<file path="config.mk">
export PLATFORM = sky130hd
export DESIGN_NAME = joystickTop
export DESIGN_NICKNAME = d
export VERILOG_FILES = /design/src/jstkPkg.sv /design/src/spiByteIf.sv /design/src/spiByteEngine.sv /design/src/jstkFrameCtrl.sv /design/src/axisClassifier.sv /design/src/modeEncoder.sv /design/src/joystickTop.sv
export SDC_FILE = /design/constraint.sdc
export NUM_CORES = 1
export LEC_CHECK = 0
export BUFFER_PORTS_ARGS = -buffer_cell sky130_fd_sc_hd__buf_2
export CAP_MARGIN = 0
export CORE_ASPECT_RATIO = 1.25
export CORE_MARGIN = 2
export CORE_UTILIZATION = 56
export CTS_CLUSTER_DIAMETER = 150
export DETAILED_ROUTE_END_ITERATION = 10
export HOLD_SLACK_MARGIN = 0.15
export PLACE_DENSITY = 0.73
export RECOVER_POWER = 50
export REMOVE_ABC_BUFFERS = 1
export SYNTH_ARGS = -nofsm -noshare
export SYNTH_HDL_FRONTEND = slang
export SYNTH_HIERARCHICAL = 1
export SYNTH_SLANG_ARGS = --single-unit
</file>
<file path="constraint.sdc">
create_clock -name CLK -period 7.3 [get_ports CLK]
set_input_delay 0.73 -clock CLK [delete_from_list [all_inputs] [get_ports CLK]]
set_output_delay 0.73 -clock CLK [all_outputs]
set_load 0.01 [all_outputs]
</file>
<file path="src/jstkPkg.sv">
package jstkPkg;

    // ----------------------------------------
    // Axis sampling and thresholds
    // ----------------------------------------
    localparam int axisWidth = 10;                              // 10-bit joystick ADC
    localparam logic [axisWidth-1:0] lowThresh  = axisWidth'(350);  // At or below is negative
    localparam logic [axisWidth-1:0] highThresh = axisWidth'(650);  // At or above is positive

    // ----------------------------------------
    // Frame format
    // ----------------------------------------
    localparam int frameBytes = 5;          // X lo, X hi, Y lo, Y hi, buttons
    localparam logic [7:0] cmdBase = 8'h80; // LED bits go in [1:0]

    // Direction of one axis
    typedef enum logic [1:0] {
        dirCentre = 2'd0,
        dirNeg    = 2'd1,   // Left or up
        dirPos    = 2'd2    // Right or down
    } axisDir;

    // Nine-valued joystick mode, clockwise from left
    typedef enum logic [3:0] {
        modeIdle      = 4'd0,
        modeLeft      = 4'd1,
        modeLeftUp    = 4'd2,
        modeUp        = 4'd3,
        modeRightUp   = 4'd4,
        modeRight     = 4'd5,
        modeRightDown = 4'd6,
        modeDown      = 4'd7,
        modeLeftDown  = 4'd8
    } jstkMode;

    // Received frame, byte 0 arrives first and sits in the low bits
    typedef union packed {
        logic [frameBytes-1:0][7:0] bytes;  // Arrival order view
        struct packed {
            logic [7:0] buttons;    // Byte 4
            logic [7:0] yHigh;      // Byte 3, bits 1..0 used
            logic [7:0] yLow;       // Byte 2
            logic [7:0] xHigh;      // Byte 1, bits 1..0 used
            logic [7:0] xLow;       // Byte 0
        } fields;
    } jstkFrame;

endpackage

</file>
<file path="src/spiByteIf.sv">
// One-byte handshake between frame sequencer and SPI shifter
interface spiByteIf;

    logic       start;      // One-cycle request, only while busy low
    logic [7:0] txByte;     // Valid with start
    logic [7:0] rxByte;     // Complete when busy falls
    logic       busy;       // High for the whole transfer

    // Frame controller side
    modport ctrl (
        output start,
        output txByte,
        input  rxByte,
        input  busy
    );

    // Byte engine side
    modport engine (
        input  start,
        input  txByte,
        output rxByte,
        output busy
    );

endinterface

</file>
<file path="src/spiByteEngine.sv">
module spiByteEngine #(
    parameter int sclkHalf = 2      // CLK cycles per SCLK half period
) (
    input  logic     CLK,
    input  logic     RST,
    spiByteIf.engine bus,
    input  logic     MISO,
    output logic     SCLK,
    output logic     MOSI
);

    localparam int halfW = $clog2(sclkHalf + 1);

    // Engine states
    localparam logic [1:0] stIdle  = 2'd0;
    localparam logic [1:0] stShift = 2'd1;  // SCLK toggling
    localparam logic [1:0] stDone  = 2'd2;  // Trailing cycle before busy drops

    logic [1:0]       state;
    logic [halfW-1:0] halfCnt;      // Position inside current SCLK half
    logic [3:0]       riseCnt;      // Rising edges so far
    logic [7:0]       wSR;          // Write shift register, MSB on MOSI
    logic [7:0]       rSR;          // Read shift register
    logic             sclkReg;
    logic             halfTick;     // Last cycle of a half period

    assign halfTick   = (halfCnt == halfW'(sclkHalf - 1));
    assign SCLK       = sclkReg;
    assign MOSI       = wSR[7];
    assign bus.rxByte = rSR;

    // ----------------------------------------
    // Control and write path
    // ----------------------------------------
    always_ff @(posedge CLK) begin
        if (RST) begin
            state    <= stIdle;
            bus.busy <= 1'b0;
            sclkReg  <= 1'b0;               // SCLK idles low
            halfCnt  <= '0;
            riseCnt  <= '0;
            wSR      <= '0;                 // MOSI low out of reset
        end else begin
            case (state)
                stIdle: begin
                    if (bus.start) begin
                        state    <= stShift;
                        bus.busy <= 1'b1;
                        wSR      <= bus.txByte; // MSB visible before first rise
                        halfCnt  <= '0;
                        riseCnt  <= '0;
                    end
                end

                stShift: begin
                    if (halfTick) begin
                        halfCnt <= '0;
                        sclkReg <= ~sclkReg;
                        if (!sclkReg) begin
                            riseCnt <= riseCnt + 4'd1;  // Rising edge
                        end else begin
                            // Falling edge, next bit onto MOSI
                            wSR <= {wSR[6:0], 1'b0};
                            if (riseCnt == 4'd8) begin
                                state <= stDone;
                            end
                        end
                    end else begin
                        halfCnt <= halfCnt + 1'b1;
                    end
                end

                stDone: begin
                    state    <= stIdle;
                    bus.busy <= 1'b0;       // rxByte already complete
                end

                default: state <= stIdle;
            endcase
        end
    end

    // Read path, MISO taken as SCLK goes high
    always_ff @(posedge CLK) begin
        if (state == stShift && halfTick && !sclkReg) begin
            rSR <= {rSR[6:0], MISO};        // MSB first
        end
    end

endmodule

</file>
<file path="src/jstkFrameCtrl.sv">
module jstkFrameCtrl import jstkPkg::*; #(
    parameter int pollPeriod = 400      // CLK cycles between polls
) (
    input  logic       CLK,
    input  logic       RST,
    spiByteIf.ctrl     bus,
    input  logic [1:0] ledCmd,
    output logic       SS,
    output jstkFrame   frame,
    output logic       frameValid
);

    localparam int pollW = $clog2(pollPeriod);
    localparam int idxW  = $clog2(frameBytes);
    localparam logic [idxW-1:0] lastIdx = idxW'(frameBytes - 1);

    // Sequencer states
    localparam logic [2:0] stIdle     = 3'd0;
    localparam logic [2:0] stIssue    = 3'd1;   // start pulse
    localparam logic [2:0] stWaitBusy = 3'd2;
    localparam logic [2:0] stStore    = 3'd3;   // Capture rxByte
    localparam logic [2:0] stDone     = 3'd4;   // Publish frame

    logic [2:0]       state;
    logic [pollW-1:0] pollCnt;
    logic             pollTick;
    logic [idxW-1:0]  byteIdx;      // Arrival index of current byte
    jstkFrame         shadow;       // Frame being assembled

    // ----------------------------------------
    // Poll timer, free running
    // ----------------------------------------
    assign pollTick = (pollCnt == pollW'(pollPeriod - 1));

    always_ff @(posedge CLK) begin
        if (RST) begin
            pollCnt <= '0;
        end else if (pollTick) begin
            pollCnt <= '0;
        end else begin
            pollCnt <= pollCnt + 1'b1;
        end
    end

    // Same command byte for every position in the frame
    assign bus.start  = (state == stIssue);
    assign bus.txByte = cmdBase | {6'b000000, ledCmd};

    // ----------------------------------------
    // Frame sequencer
    // ----------------------------------------
    always_ff @(posedge CLK) begin
        if (RST) begin
            state      <= stIdle;
            SS         <= 1'b1;             // Slave deselected
            frameValid <= 1'b0;
            byteIdx    <= '0;
        end else begin
            frameValid <= 1'b0;             // Pulse by default low
            case (state)
                stIdle: begin
                    if (pollTick) begin     // Ticks elsewhere are dropped
                        state   <= stIssue;
                        SS      <= 1'b0;
                        byteIdx <= '0;
                    end
                end
                stIssue:    state <= stWaitBusy; // busy high from next cycle
                stWaitBusy: begin
                    if (!bus.busy) begin
                        state <= stStore;
                    end
                end
                stStore: begin
                    if (byteIdx == lastIdx) begin
                        state <= stDone;
                    end else begin
                        byteIdx <= byteIdx + 1'b1;
                        state   <= stIssue;
                    end
                end
                stDone: begin
                    SS         <= 1'b1;     // Rises with frameValid
                    frameValid <= 1'b1;
                    state      <= stIdle;
                end
                default: state <= stIdle;
            endcase
        end
    end

    // Byte capture and publish
    always_ff @(posedge CLK) begin
        if (state == stStore) begin
            shadow.bytes[byteIdx] <= bus.rxByte;
        end
        if (state == stDone) begin
            frame <= shadow;                // Held until next frameValid
        end
    end

endmodule

</file>
<file path="src/axisClassifier.sv">
module axisClassifier import jstkPkg::*; (
    input  logic                 CLK,
    input  logic                 RST,
    input  logic [axisWidth-1:0] sample,
    input  logic                 sampleValid,
    output axisDir               dir,
    output logic                 dirChanged
);

    axisDir newDir;     // Direction of incoming sample

    // Threshold rule, both bounds inclusive
    always_comb begin
        if (sample <= lowThresh) begin
            newDir = dirNeg;
        end else if (sample >= highThresh) begin
            newDir = dirPos;
        end else begin
            newDir = dirCentre;         // Dead zone
        end
    end

    always_ff @(posedge CLK) begin
        if (RST) begin
            dir        <= dirCentre;
            dirChanged <= 1'b0;
        end else begin
            dirChanged <= 1'b0;
            if (sampleValid) begin
                dir        <= newDir;
                dirChanged <= (newDir != dir);  // Compare with previous frame
            end
        end
    end

endmodule

</file>
<file path="src/modeEncoder.sv">
module modeEncoder import jstkPkg::*; (
    input  logic    CLK,
    input  logic    RST,
    input  axisDir  xDir,
    input  axisDir  yDir,
    input  logic    xChanged,
    input  logic    yChanged,
    output jstkMode mode,
    output logic    modeStrobe
);

    jstkMode nextMode;

    // Direction pair to mode, Y negative is up
    always_comb begin
        case ({xDir, yDir})
            {dirCentre, dirCentre}: nextMode = modeIdle;
            {dirNeg,    dirCentre}: nextMode = modeLeft;
            {dirNeg,    dirNeg}:    nextMode = modeLeftUp;
            {dirCentre, dirNeg}:    nextMode = modeUp;
            {dirPos,    dirNeg}:    nextMode = modeRightUp;
            {dirPos,    dirCentre}: nextMode = modeRight;
            {dirPos,    dirPos}:    nextMode = modeRightDown;
            {dirCentre, dirPos}:    nextMode = modeDown;
            {dirNeg,    dirPos}:    nextMode = modeLeftDown;
            default:                nextMode = modeIdle;    // Unused code 3
        endcase
    end

    // Update only on a direction change
    always_ff @(posedge CLK) begin
        if (RST) begin
            mode       <= modeIdle;
            modeStrobe <= 1'b0;
        end else begin
            modeStrobe <= 1'b0;
            if (xChanged || yChanged) begin
                mode       <= nextMode;
                modeStrobe <= 1'b1;
            end
        end
    end

endmodule

</file>
<file path="src/joystickTop.sv">
module joystickTop import jstkPkg::*; #(
    parameter int sclkHalf   = 750,         // About 66 kHz SCLK at 100 MHz
    parameter int pollPeriod = 20000000     // 5 Hz polling at 100 MHz
) (
    input  logic       CLK,
    input  logic       RST,
    input  logic       MISO,
    input  logic [1:0] ledCmd,
    output logic       SS,
    output logic       SCLK,
    output logic       MOSI,
    output logic [3:0] mode,
    output logic       modeStrobe,
    output logic [2:0] buttons
);

    spiByteIf byteBus ();

    jstkFrame             frame;
    logic                 frameValid;
    logic [axisWidth-1:0] axisSample [2];   // 0 is X, 1 is Y
    axisDir               axisDirs [2];
    logic                 axisChanged [2];

    spiByteEngine #(.sclkHalf(sclkHalf)) engineI (
        .CLK(CLK), .RST(RST), .bus(byteBus.engine),
        .MISO(MISO), .SCLK(SCLK), .MOSI(MOSI)
    );

    jstkFrameCtrl #(.pollPeriod(pollPeriod)) frameCtrlI (
        .CLK(CLK), .RST(RST), .bus(byteBus.ctrl), .ledCmd(ledCmd),
        .SS(SS), .frame(frame), .frameValid(frameValid)
    );

    // 10-bit axis values from low byte plus two high bits
    assign axisSample[0] = {frame.fields.xHigh[1:0], frame.fields.xLow};
    assign axisSample[1] = {frame.fields.yHigh[1:0], frame.fields.yLow};

    for (genvar a = 0; a < 2; a++) begin : genAxis
        axisClassifier axisI (
            .CLK(CLK), .RST(RST), .sample(axisSample[a]), .sampleValid(frameValid),
            .dir(axisDirs[a]), .dirChanged(axisChanged[a])
        );
    end

    modeEncoder encoderI (
        .CLK(CLK), .RST(RST), .xDir(axisDirs[0]), .yDir(axisDirs[1]),
        .xChanged(axisChanged[0]), .yChanged(axisChanged[1]),
        .mode(mode), .modeStrobe(modeStrobe)
    );

    // Button latch, one cycle behind frameValid
    always_ff @(posedge CLK) begin
        if (RST) begin
            buttons <= '0;
        end else if (frameValid) begin
            buttons <= frame.fields.buttons[2:0];
        end
    end

endmodule

</file>
==> reports/summary.txt, run 1 <==
=====================================================================================
Outcome ................................................................ finished with violations
Failing checks ......................................................... max-capacitance violations, max-slew violations
Number of global-route vias before repair ..............................        3,667
Chip Height ............................................................       115 um
Critical-path top delay cell ........................................... sky130_fd_sc_hd__clkbuf_1
Reported net switching power ...........................................       357 uW
Post-Place Cell Area ...................................................    5660 um^2
Hold crit path type .................................................... flop to flop
Flop pwr share .........................................................        46.5%
Leakage power of the design ............................................   0.00212 uW
Max-cap check violation count ..........................................            1
Iter 0 DRT Violations ..................................................          211
Hold path cells ........................................................            0
Bufs and invs on worst path ............................................            1
Post-cts repair resize count ...........................................            0
Antenna viol nets, final ...............................................            0
CTS buffer count .......................................................           17
Largest net degree at the start of global routing ......................           52
Element type at the critical path start ................................    input pin
GRT overflow ...........................................................            0
Most frequent standard cell in the layout excluding fill and tap cells . sky130_fd_sc_hd__dfxtp_1
Final setup TNS ........................................................         0 ns
Internal cell power ....................................................      1270 uW
Minimum clock period after layout ......................................      2.72 ns
Part of the cycle the worst path needs .................................        37.3%
Routed wire length .....................................................    10,200 um
Row Count ..............................................................           40
R2r setup slk ..........................................................      4.73 ns
Floorplan Core Area ....................................................    9610 um^2
Clock tree from TritonCTS ..............................................          yes
Share of total power consumed by net switching .........................        22.0%
Deepest clock path buffer count ........................................            2
Combinational group share of total power ...............................         2.9%
HPWL after DPL .........................................................      6690 um
Worst VDD drop .........................................................     0.164 mV
Post-CTS setup repair buffer count .....................................            0
Global routing usage on met3 ...........................................        4.72%
Cell breakdown of the critical path .................................... clkbuf_1 > or3b_2 > a31oi_4 > a21oi_1 > o21ai_0
Commonest cells after routing, fill and taps aside ..................... sky130_fd_sc_hd__dfxtp_1 (73), sky130_fd_sc_hd__edfxtp_1 (54), sky130_fd_sc_hd__nor2_1 (35), sky130_fd_sc_hd__nand2_1 (32), sky130_fd_sc_hd__inv_1 (31)
Worst Path Arrival .....................................................      3.01 ns
Synthesized area per cell ..............................................    10.9 um^2
First-pass GRT wire length .............................................    16,800 um
Min-delay src .......................................................... frameCtrlI/shadow[34]
Effective utilization at floorplan .....................................        57.5%
Global routing met2 resource utilization ...............................        36.2%
Slew at the pin with the worst max-slew slack ..........................      2.18 ns
Cells after Synth ......................................................          508
Vias ...................................................................        3,844
Relative slew margins ..................................................       -45.6%
Critical Path Max Stage Delay ..........................................      1.53 ns
Total power ............................................................      1630 uW
Category of the worst setup path capture point .........................         flop
Area added between synthesis and finish ................................        13.0%
Most Crowded Layer GR ..................................................         met2
Cell area after layout .................................................    6240 um^2
Met1 layer usage reported by global route ..............................        22.5%
Startpoint-to-endpoint class of the critical path ...................... input pin to flop
Final Net Count ........................................................          541
Number of synthesis warnings ...........................................            6
Maximum net fanout on the critical path ................................           51
DIE AREA ...............................................................  10,700 um^2
Hold endpoint .......................................................... frameCtrlI/frame[34]
Routed wire length per instance ........................................      15.4 um
R2R Path End ........................................................... engineI/wSR[5]
RD Place Congestion ....................................................        0.826
Worst endpoint required time ...........................................      7.59 ns
Number of H-tree branching levels ......................................            4
Highest achievable clock rate ..........................................      367 MHz
Global-route total usage across every layer ............................        20.1%
Number of sinks on the clock net .......................................          127
Layout filler cell count ...............................................          765
Source-to-sink clock delay at the later pin of the worst-skew pair .....      0.41 ns
Reg2Reg Depth ..........................................................            4
Final worst slack ......................................................      4.58 ns
Unrepaired setup endpoints after global routing ........................        false
Number of failing hold endpoints at the final stage ....................            0
Synthesized area .......................................................    5520 um^2
Initial antenna violation count ........................................            0
Master cell of the clock root buffer ................................... sky130_fd_sc_hd__clkbuf_16
Remaining design rule violation count ..................................            0
Minimum setup slack after placement ....................................      4.84 ns
Max Transition Viols Final .............................................           52
Ratio of cells with drive above 1 in the final layout ..................        12.8%
Share of power burned in the clock network .............................        50.6%
Count of port buffers added during placement ...........................           15
Boundary Pins ..........................................................           16
Pwr Density ............................................................  261 nW/um^2
Crit-path leading delay family ......................................... buffers and inverters
Quantity of hold-fixing buffers added after cts ........................            0
1st-pass router iterations .............................................            4
Clock tree skew after final layout .....................................   0.00468 ns
Via density ............................................................         5.79
Clock transition at path regs ..........................................      0.06 ns
Setup violations, final ................................................            0
Origin of the critical flop-to-flop path ............................... engineI/state[0]
DIE WIDTH ..............................................................      92.8 um
N_diodes ...............................................................            0
Worst hold-check slack .................................................     0.414 ns
=====================================================================================
==> power groups by stage <==
stage          sequential, uW  combinational [uW]  clock, uW
2_1_floorplan             768                32.8          0
3_3_place_gp              770                44.2          0
3_5_place_dp              771                46.1          0
4_1_cts                   756                46.6        837
5_1_grt                   758                53.3        866
6_report                  756                46.9        823
==> flip-flops by register name, summed over array words and instances, names as in the netlist, 3 cells and up <==
signal and count:
engineI/wSR 8, buttons 3, frameCtrlI/pollCnt 25, engineI/bus.rxByte 8, frameCtrlI/byteIdx 3, engineI/riseCnt 4
engineI/halfCnt 10, frameCtrlI/shadow 23, frameCtrlI/state 3, encoderI/mode 4, genAxis.axisI/dir 4, frameCtrlI/frame 23
==> through the flow <==
stage / util (%) / std cells
after global placement: 58.9 / 632
final: 64.9 / 664
after global routing: 64.9 / 664
after CTS: 65.0 / 664
after detailed placement: 58.9 / 632
after floorplan: - / 489
==> worst max path at each step <==
stage,cells past startpoint,startpoint,end,slack [ns]
after detailed placement,4,engineI/state[0],engineI/wSR[5],4.84
final,5,RST,engineI/halfCnt[6],4.58
after global routing,4,RST,engineI/halfCnt[6],4.36
after global placement,5,RST,engineI/halfCnt[9],5.00
after floorplan,2,frameCtrlI/state[2],frameCtrlI/frame[0],4.66
after CTS,4,engineI/state[0],engineI/wSR[5],4.81
==> routing by layer <==
metal,part of all wire (%),up-vias
met5,0,-
met4,2.0,0
met3,2.9,17
met2,53,71
met1,42,1839
li1,-,1917
==> worst reg2reg max path: cells and delay by family, from the launching register on <==
kind / cells / cell delay [ns]
AO/OA/AOI/OAI: 2 / 0.60
flip-flops: 1 / 0.83
AND/OR/NAND/NOR: 2 / 0.92
==> layout make-up <==
| class | instances | area (um^2) | share of cell area [%] |
|---|---|---|---|
| flip-flops and latches | 127 | 3080 | 49.4 |
| multi-input cells | 331 | 2210 | 35.5 |
| clock buffers | 17 | 425 | 6.82 |
| repair buffers | 17 | 85.1 | 1.36 |
| inverters | 31 | 116 | 1.86 |
| well taps | 126 | 158 | 2.53 |
| clock inverters | 15 | 160 | 2.57 |
No activity file was read; power rests on OpenSTA's default activity.
==> inputs of run 2 (changes only) <==
- PLACE_DENSITY: 0.73 -> 0.75
- clock period: 7.3 -> 2.3 ns (I/O delays scaled with it)
==> run 2 against run 1 <==
The run now ends clean; first-iteration DRC count grew 16%; critical path type is now flop to flop; wire length shrank 2.3%; clock-buffer cell count unchanged; non-clock buffer count rose by 7; die area unchanged; global-route usage up 0.36 points; largest cell class unchanged; total power rose to 3.1 times the previous value; hold slack worse by 0.17 ns; combinational power rose to 3.6 times the previous value.
==> reports/summary.txt, run 2 (same netlist as run 1, synthesis figures left out) <==
=====================================================================================
Number of sinks on the clock net .......................................          127   unchanged
Clock transition at path regs ..........................................      0.06 ns   about the same
Final setup TNS ........................................................         0 ns   unchanged
Area added between synthesis and finish ................................        13.3%   was 13.0%
Reg2Reg Depth ..........................................................            5   was 4
Setup violations, final ................................................            0   unchanged
Largest register by flop count ......................................... frameCtrlI/pollCnt   unchanged
Max Transition Viols Final .............................................            0   was 52
Category of the worst setup path capture point .........................         flop   unchanged
Element type at the critical path start ................................         flop   was input pin
Remaining design rule violation count ..................................            0   unchanged
Routed wire length per instance ........................................      14.8 um   was 15.4 um
Routed wire length .....................................................      9960 um   was 10,200 um
Worst VDD drop .........................................................     0.545 mV   was 0.164 mV
Deepest clock path buffer count ........................................            2   unchanged
Origin of the critical flop-to-flop path ............................... engineI/halfCnt[0]   was engineI/state[0]
Startpoint-to-endpoint class of the critical path ...................... flop to flop   was input pin to flop
Startpoint of the most critical setup path ............................. engineI/halfCnt[0]   was RST
DIE AREA ...............................................................  10,700 um^2   unchanged
Area occupied by multi-input gates .....................................    2210 um^2   about the same
DIE WIDTH ..............................................................      92.8 um   unchanged
Source-to-sink clock delay at the later pin of the worst-skew pair .....      0.41 ns   about the same
Count of port buffers added during placement ...........................           15   unchanged
Number of flip-flops under the largest register name ...................           25   unchanged
Slew at the pin with the worst max-slew slack ..........................     0.665 ns   was 2.18 ns
Part of the cycle the worst path needs .................................        88.7%
R2r setup slk ..........................................................      0.26 ns   was 4.73 ns
Boundary Pins ..........................................................           16   unchanged
Master cell of the clock root buffer ................................... sky130_fd_sc_hd__clkbuf_16   unchanged
HPWL after DPL .........................................................      6730 um   was 6690 um
Max-cap check violation count ..........................................            0   was 1
Hold crit path type .................................................... input pin to flop   was flop to flop
Post-cts repair resize count ...........................................            0   unchanged
R2R Path End ........................................................... engineI/wSR[5]   unchanged
Iter 0 DRT Violations ..................................................          245   was 211
Sequential standard cell area ..........................................    3080 um^2   unchanged
Outcome ................................................................ finished clean   was finished with violations
GRT overflow ...........................................................            0   unchanged
Number of failing hold endpoints at the final stage ....................            0   unchanged
Worst endpoint required time ...........................................      2.55 ns   was 7.59 ns
Clock tree from TritonCTS ..............................................          yes   unchanged
Most frequent standard cell in the layout excluding fill and tap cells . sky130_fd_sc_hd__dfxtp_1   unchanged
Ratio of cells with drive above 1 in the final layout ..................        11.6%   was 12.8%
Initial antenna violation count ........................................            0   unchanged
Global-route total usage across every layer ............................        20.4%   was 20.1%
Highest achievable clock rate ..........................................      490 MHz
Antenna viol nets, final ...............................................            0   unchanged
Minimum clock period after layout ......................................      2.04 ns
Pwr Density ............................................................  810 nW/um^2   was 261 nW/um^2
Vias ...................................................................        3,887   was 3,844
Floorplan Core Area ....................................................    9610 um^2   unchanged
Clock tree skew after final layout .....................................   0.00781 ns   was 0.00468 ns
Via density ............................................................         5.79   about the same
Number of global-route vias before repair ..............................        3,742   was 3,667
Cell area after layout .................................................    6250 um^2   was 6240 um^2
Commonest cells after routing, fill and taps aside ..................... sky130_fd_sc_hd__dfxtp_1 (73), sky130_fd_sc_hd__edfxtp_1 (54), sky130_fd_sc_hd__nor2_1 (35), sky130_fd_sc_hd__nand2_1 (32), sky130_fd_sc_hd__inv_1 (31)   unchanged
Maximum net fanout on the critical path ................................           15   was 51
Chip Height ............................................................       115 um   unchanged
Effective utilization at floorplan .....................................        57.5%   unchanged
Post-CTS setup repair buffer count .....................................            0   unchanged
1st-pass router iterations .............................................            5   was 4
Unrepaired setup endpoints after global routing ........................        false   unchanged
First-pass GRT wire length .............................................    17,100 um   was 16,800 um
Layout filler cell count ...............................................          775   was 765
Worst hold-check slack .................................................     0.240 ns   was 0.414 ns
N_diodes ...............................................................            0   unchanged
Final core occ .........................................................        65.1%   was 64.9%
Post-Place Cell Area ...................................................    5700 um^2   was 5660 um^2
Capture point of the critical path ..................................... engineI/wSR[5]   was engineI/halfCnt[6]
Quantity of hold-fixing buffers added after cts ........................            2   was 0
Largest net degree at the start of global routing ......................           25   was 52
Relative slew margins ..................................................        55.2%   was -45.6%
Row Count ..............................................................           40   unchanged
Number of H-tree branching levels ......................................            4   unchanged
CTS buffer count .......................................................           17   unchanged
Leakage power of the design ............................................   0.00210 uW   was 0.00212 uW
RD Place Congestion ....................................................        0.815   was 0.826
Final Net Count ........................................................          548   was 541
Worst Path Arrival .....................................................      2.30 ns   was 3.01 ns
=====================================================================================
run 2: worst min-delay path by stage:
stage                                to  slack, ns  cells after the start                 start
detailed placement  frameCtrlI/frame[0]       0.40                      0  frameCtrlI/shadow[0]
CTS                        engineI/SCLK       0.23                      2                   RST
floorplan              encoderI/mode[1]       0.29                      1                   RST
global route        encoderI/modeStrobe       0.25                      2                   RST
global placement    frameCtrlI/frame[1]       0.40                      0  frameCtrlI/shadow[1]
finish                     engineI/SCLK       0.24                      2                   RST
run 2: layout make-up:
type	count	share of cell area, %
flip-flops and latches	127	49.3
multi-input cells	331	35.3
clock buffers	17	6.80
repair buffers	24	2.04
well taps	126	2.52
inverters	31	1.86
clock inverters	15	2.22
run 2: metrics by stage:
step | std cells | power, uW | setup slack [ns]
after floorplan | 489 | 2540 | -0.336
after global placement | 637 | 2590 | 0.439
after detailed placement | 637 | 2600 | 0.326
after CTS | 671 | 5120 | 0.285
after global routing | 671 | 5250 | 0.0302
final | 671 | 5070 | 0.259
run 2: worst max-delay path, stage by stage (launching register included):
cell and delay [ns]:
sky130_fd_sc_hd__dfxtp_1 0.41, sky130_fd_sc_hd__ha_1 0.18, sky130_fd_sc_hd__and3_4 0.22, sky130_fd_sc_hd__nand4_1 0.48, sky130_fd_sc_hd__a221oi_1 0.49, sky130_fd_sc_hd__a311oi_1 0.10
run 2: where the power goes:
part | switching [uW] | leakage (uW) | total [uW] | internal (uW)
Sequential | 25.1 | 0.00107 | 2390 | 2360
Combinational | 102 | 0.000756 | 168 | 66.6
Clock | 1080 | 0.000274 | 2510 | 1430
Total | 1210 | 0.00210 | 5070 | 3860
run 2: layer usage:
metal / track usage [%] / share of wire, % / wire length, um / vias to the layer above
li1: - / - / - / 1928
met1: 23.9 / 44 / 4400 / 1877
met2: 34.6 / 51 / 5110 / 67
met3: 6.09 / 2.7 / 269 / 15
met4: 9.41 / 1.8 / 177 / 0
met5: 0 / 0 / 0 / -
==> inputs of run 3 (changes only) <==
- PLACE_DENSITY: 0.75 -> default
- PLACE_DENSITY_LB_ADDON: default -> 0.2
- RECOVER_POWER: 50 -> 25
==> run 3 against run 2 <==
Total power grew 0.51%; combinational power is essentially flat; via count shrank 0.85%; worst setup slack gained 0.020 ns; sequential share of layout area shrank 0.35 points; design area grew 0.72%; global-route usage grew 0.072 points; critical path depth is the same; fmax grew 0.98%; final cell count grew 0.30%; clock power is essentially flat; hold slack lost 0.018 ns; critical endpoint is now frameCtrlI/SS; largest cell class unchanged.
==> reports/summary.txt, run 3 (same netlist as run 1, synthesis figures left out) <==
=====================================================================================
Bufs and invs on worst path ............................................            0   unchanged
Reported net switching power ...........................................      1030 uW   was 1210 uW
Routed wire length .....................................................    10,200 um   was 9960 um
Final worst slack ......................................................     0.279 ns   was 0.259 ns
Number of failing hold endpoints at the final stage ....................            0   unchanged
Cell breakdown of the critical path .................................... ha_1 > and4_1 > nand4_1 > nor4_1 > o21ai_0   was ha_1 > and3_4 > nand4_1 > a221oi_1 > a311oi_1
Category of the worst setup path capture point .........................         flop   unchanged
Most frequent standard cell in the layout excluding fill and tap cells . sky130_fd_sc_hd__dfxtp_1   unchanged
Worst endpoint required time ...........................................      2.57 ns   was 2.55 ns
Initial antenna violation count ........................................            0   unchanged
Effective utilization at floorplan .....................................        57.5%   unchanged
Boundary Pins ..........................................................           16   unchanged
Share of total power consumed by net switching .........................        20.3%   was 23.9%
Dpl cells ..............................................................          639   was 637
N_diodes ...............................................................            0   unchanged
Worst VDD drop .........................................................     0.573 mV   was 0.545 mV
Element type at the critical path start ................................         flop   unchanged
Combinational group share of total power ...............................         3.3%   about the same
Hold crit path type .................................................... input pin to flop   unchanged
Area added between synthesis and finish ................................        14.1%   was 13.3%
Global routing met2 resource utilization ...............................        34.6%   about the same
Crit-path leading delay family ......................................... simple AND/OR/NAND/NOR gates   unchanged
Number of sinks on the clock net .......................................          127   unchanged
Worst Path Arrival .....................................................      2.29 ns   was 2.30 ns
Remaining design rule violation count ..................................            0   unchanged
Final core occ .........................................................        65.6%   was 65.1%
Ratio of cells with drive above 1 in the final layout ..................        13.5%   was 11.6%
Final Net Count ........................................................          550   was 548
Relative slew margins ..................................................        49.2%   was 55.2%
Largest net degree at the start of global routing ......................           25   unchanged
Most Crowded Layer GR ..................................................         met2   unchanged
Part of the cycle the worst path needs .................................        87.9%   was 88.7%
GRT overflow ...........................................................            0   unchanged
Internal cell power ....................................................      4060 uW   was 3860 uW
Leakage power of the design ............................................   0.00217 uW   was 0.00210 uW
R2r setup slk ..........................................................      0.28 ns   was 0.26 ns
Minimum clock period after layout ......................................      2.02 ns   was 2.04 ns
Via density ............................................................         5.73   was 5.79
Clock transition at path regs ..........................................      0.05 ns   was 0.06 ns
Unrepaired setup endpoints after global routing ........................        false   unchanged
DIE WIDTH ..............................................................      92.8 um   unchanged
Minimum setup slack after placement ....................................     0.371 ns   was 0.326 ns
Deepest clock path buffer count ........................................            2   unchanged
Antenna viol nets, final ...............................................            0   unchanged
Master cell of the clock root buffer ................................... sky130_fd_sc_hd__clkbuf_16   unchanged
Post-CTS setup repair buffer count .....................................            0   unchanged
Max Transition Viols Final .............................................            0   unchanged
Floorplan Core Area ....................................................    9610 um^2   unchanged
Critical Path Max Stage Delay ..........................................      0.62 ns   was 0.49 ns
Cell area after layout .................................................    6300 um^2   was 6250 um^2
Routed wire length per instance ........................................      15.2 um   was 14.8 um
Setup violations, final ................................................            0   unchanged
Number of global-route vias before repair ..............................        3,690   was 3,742
Number of flip-flops under the largest register name ...................           25   unchanged
Maximum net fanout on the critical path ................................            4   was 15
Global-route total usage across every layer ............................        20.5%   was 20.4%
Cell Count, Final, Fillers Out .........................................          673   was 671
Startpoint-to-endpoint class of the critical path ...................... flop to flop   unchanged
Post-Place Cell Area ...................................................    5710 um^2   was 5700 um^2
Number of H-tree branching levels ......................................            4   unchanged
RD Place Congestion ....................................................        0.832   was 0.815
HPWL after DPL .........................................................      6850 um   was 6730 um
Clock tree skew after final layout .....................................   0.00885 ns   was 0.00781 ns
Chip Height ............................................................       115 um   unchanged
Flop pwr share .........................................................        47.0%   was 47.1%
Row Count ..............................................................           40   unchanged
Source-to-sink clock delay at the later pin of the worst-skew pair .....      0.42 ns   was 0.41 ns
Share of power burned in the clock network .............................        49.7%   was 49.6%
Slew at the pin with the worst max-slew slack ..........................     0.756 ns   was 0.665 ns
Count of port buffers added during placement ...........................           15   unchanged
Highest achievable clock rate ..........................................      495 MHz   was 490 MHz
Iter 0 DRT Violations ..................................................          216   was 245
DIE AREA ...............................................................  10,700 um^2   unchanged
Vias ...................................................................        3,854   was 3,887
Outcome ................................................................ finished clean   unchanged
First-pass GRT wire length .............................................    17,100 um   about the same
Clock tree from TritonCTS ..............................................          yes   unchanged
Max-cap check violation count ..........................................            0   unchanged
CTS buffer count .......................................................           17   unchanged
Largest register by flop count ......................................... frameCtrlI/pollCnt   unchanged
Commonest cells after routing, fill and taps aside ..................... sky130_fd_sc_hd__dfxtp_1 (73), sky130_fd_sc_hd__edfxtp_1 (54), sky130_fd_sc_hd__nor2_1 (35), sky130_fd_sc_hd__nand2_1 (32), sky130_fd_sc_hd__inv_1 (31)   unchanged
Total power ............................................................      5090 uW   was 5070 uW
Met1 layer usage reported by global route ..............................        23.6%   was 23.9%
Pwr Density ............................................................  809 nW/um^2   was 810 nW/um^2
1st-pass router iterations .............................................            6   was 5
Critical-path top delay cell ........................................... sky130_fd_sc_hd__nor4_1   was sky130_fd_sc_hd__a221oi_1
Global routing usage on met3 ...........................................        5.37%   was 6.09%
=====================================================================================
[run 3: cell count changes in the layout (fill, tap and decap cells not counted), moves of 3 or more]
cell | previous run | this run
sky130_fd_sc_hd__clkinv_2 | 0 | 4
sky130_fd_sc_hd__inv_6 | 7 | 0
sky130_fd_sc_hd__clkbuf_8 | 0 | 3
sky130_fd_sc_hd__inv_8 | 4 | 0
sky130_fd_sc_hd__buf_2 | 4 | 15
sky130_fd_sc_hd__buf_4 | 5 | 9
sky130_fd_sc_hd__clkbuf_1 | 12 | 5
[run 3: path summary, 6_finish.rpt]
kind	start	endpoint	cells past startpoint
max	frameCtrlI/pollCnt[0]	frameCtrlI/SS	5
min	RST	engineI/SCLK	2
max reg2reg	frameCtrlI/pollCnt[0]	frameCtrlI/SS	5
min reg2reg	frameCtrlI/shadow[2]	frameCtrlI/frame[2]	0
[run 3: final cells by class]
type	instances	area, um^2
clock buffers	26	510
clock inverters	6	57.6
repair buffers	26	163
flip-flops and latches	127	3080
multi-input cells	331	2210
well taps	126	158
inverters	31	116
fillers	773	3310
[run 3: power groups by stage]
stage	combinational, uW	clock [uW]	sequential (uW)
6_report	167	2530	2390
3_3_place_gp	158	0	2440
4_1_cts	166	2570	2390
5_1_grt	187	2680	2400
3_5_place_dp	162	0	2440
2_1_floorplan	104	0	2440
[run 3: per-stage QoR]
stage / TNS [ns] / hold WS (ns)
floorplan: -7.86 / 0.295
global placement: 0 / 0.404
detailed placement: 0 / 0.405
CTS: 0 / 0.207
global route: 0 / 0.231
finish: 0 / 0.222
[run 3: timing repair]
action | 4_1_cts | 5_1_grt
endpoints found under the hold margin | 2 | 0
resized for setup | 0 | 0
endpoints found under the setup margin | 0 | 0
hold buffers | 2 | 0
[run 3: per-layer routing]
metal	routed length (um)	vias up
li1	-	1926
met5	0	-
met1	4360	1839
met4	250	0
met3	319	23
met2	5310	66
